File: config.mk
export PLATFORM = sky130hd
export DESIGN_NAME = sample_buffer
export DESIGN_NICKNAME = d
export VERILOG_FILES = /design/src/design/buf_pkg.sv /design/src/design/ram32_wide.sv /design/src/design/ram32x6_sdp.sv /design/src/design/sample_buffer.sv /design/src/design/sample_fifo.sv
export VERILOG_INCLUDE_DIRS = /design/src /design/src/include
export SDC_FILE = /design/constraint.sdc
export NUM_CORES = 1
export LEC_CHECK = 0
export ABC_AREA = 0
export BUFFER_PORTS_ARGS = -buffer_cell sky130_fd_sc_hd__buf_2
export CORE_MARGIN = 2
export CORE_UTILIZATION = 54
export DETAILED_ROUTE_END_ITERATION = 16
export PLACE_DENSITY = 0.69
export SYNTH_ARGS = -nofsm -noshare
export SYNTH_HDL_FRONTEND = slang
export SYNTH_SLANG_ARGS = --single-unit
File: constraint.sdc
create_clock -name WCLK -period 4.4 [get_ports WCLK]
set_clock_uncertainty 0.05 [all_clocks]
set_input_delay 0.88 -clock WCLK [delete_from_list [all_inputs] [get_ports WCLK]]
set_output_delay 0.88 -clock WCLK [all_outputs]
set_load 0.02 [all_outputs]
File: src/include/buf_params.svh
`ifndef BUF_PARAMS_SVH
`define BUF_PARAMS_SVH

// Geometry of one distributed RAM tile.
`define BUF_DEPTH   32   // Words per tile.
`define BUF_AW      5    // Address bits for BUF_DEPTH words.
`define BUF_TILE_W  6    // Data bits per tile.

`endif

File: src/design/buf_pkg.sv
`include "buf_params.svh"

package buf_pkg;

   // One complex sample from one antenna input.
   typedef struct packed {
      logic [3:0] antenna;   // Antenna index.
      logic [9:0] i_val;     // In-phase value.
      logic [9:0] q_val;     // Quadrature value.
   } sample_t;

   // Word address into the RAM tiles.
   typedef logic [`BUF_AW-1:0] addr_t;

   // Item count, 0 to 33.
   // One bit wider than the address so RAM full (32) plus the
   // output register still fits.
   typedef logic [`BUF_AW:0] level_t;

endpackage

File: src/design/ram32_wide.sv
`include "buf_params.svh"

// RAM of any width built from 6-bit tiles side by side.
module ram32_wide #(
   parameter int WIDTH = 24   // Data bits per word.
) (
   input  logic              WCLK,    // Write clock.
   input  logic              we,      // Write enable, shared by all tiles.
   input  buf_pkg::addr_t    waddr,   // Write address, shared.
   input  logic [WIDTH-1:0]  din,     // Write data.
   input  buf_pkg::addr_t    raddr,   // Read address, shared.
   output logic [WIDTH-1:0]  dout     // Read data.
);

   localparam int NT = (WIDTH + `BUF_TILE_W - 1) / `BUF_TILE_W;   // Tile count.
   localparam int PADW = NT * `BUF_TILE_W;                          // Padded width.

   logic [PADW-1:0] din_pad;    // Write word, top slice zero-filled.
   logic [PADW-1:0] dout_pad;   // Read word from all tiles.

   // Zero-pad the top slice on write.
   always_comb begin
      din_pad = '0;              // Unused top bits.
      din_pad[WIDTH-1:0] = din;  // Real payload.
   end

   // One tile per 6-bit slice.
   for (genvar t = 0; t < NT; t++) begin : g_tile
      ram32x6_sdp i_tile (
         .WCLK  (WCLK),
         .we    (we),
         .waddr (waddr),
         .din   (din_pad[t*`BUF_TILE_W +: `BUF_TILE_W]),
         .raddr (raddr),
         .dout  (dout_pad[t*`BUF_TILE_W +: `BUF_TILE_W])
      );
   end

   // Drop the padding on read.
   assign dout = dout_pad[WIDTH-1:0];   // Truncate top slice.

endmodule

File: src/design/ram32x6_sdp.sv
`include "buf_params.svh"

// Simple dual-port RAM tile.
// One write port on WCLK, one asynchronous read port.
module ram32x6_sdp (
   input  logic                    WCLK,    // Write clock.
   input  logic                    we,      // Write enable.
   input  buf_pkg::addr_t          waddr,   // Write address.
   input  logic [`BUF_TILE_W-1:0]  din,     // Write data.
   input  buf_pkg::addr_t          raddr,   // Read address.
   output logic [`BUF_TILE_W-1:0]  dout     // Read data, no clock.
);

   logic [`BUF_TILE_W-1:0] mem [`BUF_DEPTH];   // Storage array.

   // Write port.
   // The new word lands at the edge where we is high.
   always_ff @(posedge WCLK) begin
      if (we) begin
         mem[waddr] <= din;   // Synchronous write.
      end
   end

   // Read port.
   // A read of the address being written returns the old word
   // until the edge has passed.
   assign dout = mem[raddr];   // Combinational read.

endmodule

File: src/design/sample_buffer.sv
// Sample buffer top.
// Queues antenna samples between a source and a sink.
module sample_buffer (
   input  logic              WCLK,        // Clock for the whole path.
   input  logic              rst_n,       // Async reset, active low.
   // Input side.
   input  logic              in_valid,    // Source offers a sample.
   input  buf_pkg::sample_t  in_data,     // Sample from the antenna side.
   output logic              in_ready,    // Buffer accepts.
   // Output side.
   output logic              out_valid,   // Sample available.
   output buf_pkg::sample_t  out_data,    // Oldest sample.
   input  logic              out_ready,   // Sink accepts.
   // Status.
   output buf_pkg::level_t   level        // Samples held, 0 to 33.
);

   // One FIFO of samples.
   // Latency and capacity are those of the FIFO, no extra stages.
   sample_fifo #(
      .payload_t (buf_pkg::sample_t)
   ) i_fifo (
      .WCLK      (WCLK),
      .rst_n     (rst_n),
      .in_valid  (in_valid),
      .in_data   (in_data),
      .in_ready  (in_ready),
      .out_valid (out_valid),
      .out_data  (out_data),
      .out_ready (out_ready),
      .level     (level)
   );

endmodule

File: src/design/sample_fifo.sv
`include "buf_params.svh"

// FIFO with distributed RAM storage and one output register.
// Holds 32 items in RAM and one more in the output stage.
module sample_fifo #(
   parameter type payload_t = logic [7:0]   // Any packed payload.
) (
   input  logic             WCLK,        // Clock.
   input  logic             rst_n,       // Asynchronous active-low reset.
   input  logic             in_valid,    // Source has an item.
   input  payload_t         in_data,     // Item from source.
   output logic             in_ready,    // Room in RAM.
   output logic             out_valid,   // Output register holds an item.
   output payload_t         out_data,    // Output register.
   input  logic             out_ready,   // Sink takes the item.
   output buf_pkg::level_t  level        // Items held in total.
);

   localparam int PW = $bits(payload_t);   // Payload width.
   localparam buf_pkg::level_t RAM_FULL = buf_pkg::level_t'(`BUF_DEPTH);

   buf_pkg::addr_t   wr_ptr;     // Next RAM word to write.
   buf_pkg::addr_t   rd_ptr;     // RAM head.
   buf_pkg::level_t  ram_cnt;    // Words held in RAM from 0 to 32.
   logic             wr_en;      // Input transfer this cycle.
   logic             rd_en;      // RAM head moves to the output register.
   logic             ram_empty;  // No word in RAM.
   logic             reg_free;   // Output register empty or being taken.
   logic [PW-1:0]    ram_wdata;  // Payload as flat bits.
   logic [PW-1:0]    ram_rdata;  // RAM head as flat bits.

   // Handshake and control.
   assign ram_empty = (ram_cnt == '0);
   assign in_ready  = (ram_cnt != RAM_FULL);       // Low only with RAM full.
   assign wr_en     = in_valid & in_ready;         // Accepting edge.
   assign reg_free  = ~out_valid | out_ready;      // Stage can take a word.
   assign rd_en     = reg_free & ~ram_empty;       // Head leaves RAM.

   assign ram_wdata = PW'(in_data);                // Flatten for the tiles.

   // Storage.
   ram32_wide #(
      .WIDTH (PW)
   ) i_ram (
      .WCLK  (WCLK),
      .we    (wr_en),
      .waddr (wr_ptr),
      .din   (ram_wdata),
      .raddr (rd_ptr),
      .dout  (ram_rdata)
   );

   // Pointers wrap at 32 by their width.
   always_ff @(posedge WCLK or negedge rst_n) begin
      if (!rst_n) begin
         wr_ptr <= '0;
         rd_ptr <= '0;
      end else begin
         if (wr_en) begin
            wr_ptr <= wr_ptr + 1'b1;   // Past the written word.
         end
         if (rd_en) begin
            rd_ptr <= rd_ptr + 1'b1;   // Past the head just read.
         end
      end
   end

   // RAM occupancy.
   always_ff @(posedge WCLK or negedge rst_n) begin
      if (!rst_n) begin
         ram_cnt <= '0;
      end else begin
         case ({wr_en, rd_en})
            2'b10:   ram_cnt <= ram_cnt + 1'b1;   // Write only.
            2'b01:   ram_cnt <= ram_cnt - 1'b1;   // Read only.
            default: ram_cnt <= ram_cnt;          // Both or neither.
         endcase
      end
   end

   // Output register valid flag.
   always_ff @(posedge WCLK or negedge rst_n) begin
      if (!rst_n) begin
         out_valid <= 1'b0;
      end else if (rd_en) begin
         out_valid <= 1'b1;        // Fresh head loaded.
      end else if (out_ready) begin
         out_valid <= 1'b0;        // Taken with nothing behind it.
      end
   end

   // Output register payload.
   always_ff @(posedge WCLK) begin
      if (rd_en) begin
         out_data <= payload_t'(ram_rdata);   // Load the RAM head.
      end
   end

   // RAM words plus the output stage.
   assign level = ram_cnt + buf_pkg::level_t'(out_valid);

   // A write never lands on the unread head.
   // Equal pointers with words held mean RAM is full.
   a_no_write_full : assert property (
      @(posedge WCLK) disable iff (!rst_n)
      wr_en |-> (ram_empty || (wr_ptr != rd_ptr))
   ) else $error("sample_fifo: write with RAM full");

   // A read never takes a word that was not written.
   a_no_read_empty : assert property (
      @(posedge WCLK) disable iff (!rst_n)
      rd_en |-> ((ram_cnt == RAM_FULL) || (wr_ptr != rd_ptr))
   ) else $error("sample_fifo: read with RAM empty");

   // Item held while the sink stalls.
   a_out_hold : assert property (
      @(posedge WCLK) disable iff (!rst_n)
      (out_valid && !out_ready) |=> (out_valid && $stable(out_data))
   ) else $error("sample_fifo: output changed under back-pressure");

endmodule

==> results.md <==
- The flow ran to the end, and the final reports show no timing, DRC or antenna violations.
- Of all nets on the critical path, the largest fanout is 35.
- Relative to the synthesized area, the layout overhead comes to 13.1%.
- The tree is rooted in a sky130_fd_sc_hd__clkbuf_16.
- The number of gates resized after CTS was 0.
- The share of synthesized registers carrying an async set or reset is 0.0210.
- Summing all non-filler instances in the final layout gives an area of 0.0350 sq mm.
- In the layout the commonest cells are sky130_fd_sc_hd__edfxtp_1 (792), sky130_fd_sc_hd__mux4_2 (144), sky130_fd_sc_hd__mux2i_1 (97), sky130_fd_sc_hd__clkbuf_16 (85), sky130_fd_sc_hd__buf_2 (59).
- The number of buffers added to fix hold violations after cts is 0.
- Setup violations remaining at the end of the flow were counted as 0.
- The final layout contains routed wiring with a total length of about 70000 um.
- The post-route antenna net violation count is 0.
- OpenSTA, run right after detailed placement, puts the worst setup slack at between 1000 and 1500 ps.
- The number of different library cells in the post-synthesis netlist is 53.
- The cell count of the worst reg-to-reg path is 5.
- The worst relative slew slack is 0.234.
- The overall die width is between 200 and 250 um.
- Entering global routing, the biggest net connects 72 pins.
- The buffer count from post-CTS setup fixing is 0.
- The synthesized netlist net count is ~1500.
- In the finished design, the share of the clock period the worst path needs comes to 0.793.
- The setup slack on the worst flop-to-flop path is a little over 900 ps.
- For this run, the slowest stage of the critical path takes ~890 ps.
- The post-synthesis instance area is approximately 0.031 sq mm.
- The final hold violation count came to 0.
- The wire length of the first global-routing pass is about 100000 um.
- In the final routed layout, each cell accounts on average for between 20 and 30 um.
- TritonCTS built the clock tree.
- Max-cap violations in this run came to 0.
- The share of post-route cells with drive strength above 1 is 0.262.
- The worst setup path is captured at a flip-flop.
- In the synthesized netlist the dominant register cell turns out to be sky130_fd_sc_hd__edfxtp_1.
- In this run the standard cell core region covers approximately 0.056 sq mm.
- From bottom edge to top edge, the die measures 243 um.
- The origin of the worst setup path is i_fifo.rd_ptr[0]$_DFFE_PN0P_.
- The count of buffers added on input and output ports is between 50 and 60.
- The final net count is around 1600.
- The detailed-route DRC error count is 0.
- The die covers approximately 0.059 sq mm.
- After synthesis, the mean cell area works out to ~22 sq um.
- For this run, the number of Yosys warnings is 0.
- The share of the Yosys chip area taken by registers is 0.782.
- The clock tree synthesis step divided the H-tree into 3 levels.
- At the pin with the least slew margin, the transition time is 1120 ps.
- The number of antenna violations at the first check in global routing is 3.
- Data on the critical path is required at its endpoint by about 4700 ps.
- The type of the worst setup path is flip-flop to flip-flop.
- The violation count after the first detailed-routing iteration is 1677.
- The most common cell after layout, fill and taps aside is sky130_fd_sc_hd__edfxtp_1.
- The via count is between 15000 and 20000.
- The worst setup slack after layout is 911 ps.
- The tree built by TritonCTS fans out to around 810 sinks.
- The worst setup path is launched from a flip-flop.
- The mean number of vias per cell is 6.36.
- The leakage power total is about 11 nW.
- The final number of max-transition violations was 0.
- The fmax is 0.287 GHz.
- The cell area reported after detailed placement is about 0.032 sq mm.
- Setup repair after global routing left no endpoint under its margin.
- The worst endpoint data arrival time is 3760 ps.
- At the later pin of the worst-skew pair, clock insertion delay measures 620 ps.
- The residual overflow from global routing is 0.
- The worst register-to-register path begins at i_fifo.rd_ptr[0]$_DFFE_PN0P_.
- The via count of the first global-routing pass was 15200.
- The gate count after technology mapping is about 1400.
- The clock buffer count from CTS is 80.
- The synthesized design contains around 810 register bits.
- Overall power consumption after layout is estimated at about 0.022 W.
- The sum of net half-perimeters after detailed placement is ~41000 um.
- The aggregate negative setup slack is 0 ps.
- For this configuration, the core starts out at a cell density of 0.548.
- The number of synthesized flops with an enable pin is 792.
- The clock edge transition at the registers on the reported setup and hold paths is about 60 ps.
- The aggregate global-route resource usage is 0.241.
- The first detailed-routing pass ran for 6 iterations.
- VDD sags by at most 425 uV.
- For this design the ratio of total power to cell area is roughly 640 mW/mm^2.
- The worst register-to-register path ends at i_fifo.out_data[23]$_DFFE_PP_.
- The routability congestion estimate from global placement is a little under 0.8.
- The total number of placement rows is a little under 90.
- The clock period could shrink to 3490 ps.
- 60 I/O pins were placed.
- Counting along the longest clock path gives a buffer depth of 3.
- Following the worst setup path forward leads to its endpoint at i_fifo.out_data[23]$_DFFE_PP_.
- For this design, the slowest cell found on the critical path is sky130_fd_sc_hd__a2111oi_0.
- Walking the worst path, the cells encountered are buf_4, mux4_2, a22o_1, a2111oi_0, a21oi_1.
- In this run the worst hold path is classified as input pin to asynchronous set/reset pin.
-- synth_stat cells, drive strengths merged, types with 4 or more instances --
library cell  instances  area share
buf                  42      0.0097
nand2                11      0.0013
a2111oi              23      0.0085
o21ai                 6     0.00097
xnor2                11      0.0031
edfxtp              792        0.77
clkbuf               42      0.0051
a211oi                4     0.00097
nor2                 37      0.0045
o22ai                23      0.0046
dfrtp                17       0.014
mux2i                97       0.031
xor2                  4      0.0011
a21oi                47      0.0076
a22oi                24      0.0058
a22o                 24      0.0068
ha                   12      0.0048
nand3                 5     0.00081
o221ai               24      0.0068
mux4                144        0.10
inv                   7     0.00085
-- worst min-delay path by stage --
stage | depth (start not counted) | start | to
detailed placement | 2 | i_fifo.wr_ptr[1]$_DFFE_PN0P_ | i_fifo.wr_ptr[3]$_DFFE_PN0P_
finish | 1 | rst_n | i_fifo.rd_ptr[4]$_DFFE_PN0P_
floorplan | 2 | i_fifo.ram_cnt[2]$_DFFE_PN0P_ | i_fifo.ram_cnt[2]$_DFFE_PN0P_
global route | 1 | rst_n | i_fifo.ram_cnt[4]$_DFFE_PN0P_
global placement | 2 | i_fifo.wr_ptr[1]$_DFFE_PN0P_ | i_fifo.wr_ptr[3]$_DFFE_PN0P_
CTS | 1 | rst_n | i_fifo.rd_ptr[4]$_DFFE_PN0P_
-- stage by stage --
step / utilization / instances / hold WS (ps)
after floorplan: - / 1428 / 508
after global placement: 0.575 / 2222 / 552
after detailed placement: 0.575 / 2222 / 554
after CTS: 0.620 / 2369 / 135
after global routing: 0.620 / 2370 / 168
final: 0.620 / 2370 / 146
-- sequential cells by signal (all words and copies together), names as in the netlist --
signal / cells
i_fifo.rd_ptr: 5
i_fifo.out_data: 24
i_fifo.ram_cnt: 6
i_fifo.wr_ptr: 5
i_fifo.out_valid: 1
i_fifo.i_ram.g_tile.i_tile.mem: 768
-- cell families after synthesis --
kind of cell / synth area share
AO/OA/AOI/OAI: 0.0451
XOR/XNOR: 0.00424
adder cells (fa/ha/maj): 0.00550
buffers and inverters: 0.0156
flip-flops: 0.782
multiplexers: 0.137
AND/OR/NAND/NOR: 0.0108
-- power breakdown --
part           internal (W)  switching, W
clock network       0.00385       0.00274
registers           0.00919      0.000594
logic               0.00251       0.00346
total                0.0156       0.00679
-- cell type report --
cell class                 count  area (sq um)
sequential                   809         24200
fill                        3814         21500
timing repair buffer         122           856
antenna                        1          2.50
clock inverter                35           285
clock buffer                 112          2250
multi-input combinational    528          6440
tap                          756           946
inverter                       7          26.3
-- layer usage --
| layer | vias to the layer above | share of wire | global-route usage |
|---|---|---|---|
| li1 | 6276 | - | - |
| met1 | 8034 | 0.41 | 0.351 |
| met2 | 653 | 0.48 | 0.373 |
| met3 | 99 | 0.088 | 0.0480 |
| met4 | 2 | 0.024 | 0.0765 |
| met5 | - | 0.00018 | 0 |
-- worst max-delay path, delay by kind of cell, from the launching register on --
kind | cells | cell delay (ps)
AO/OA/AOI/OAI | 3 | 1270
flip-flops | 1 | 880
multiplexers | 1 | 550
buffers and inverters | 1 | 400
Power figures use the tool's default switching activity.
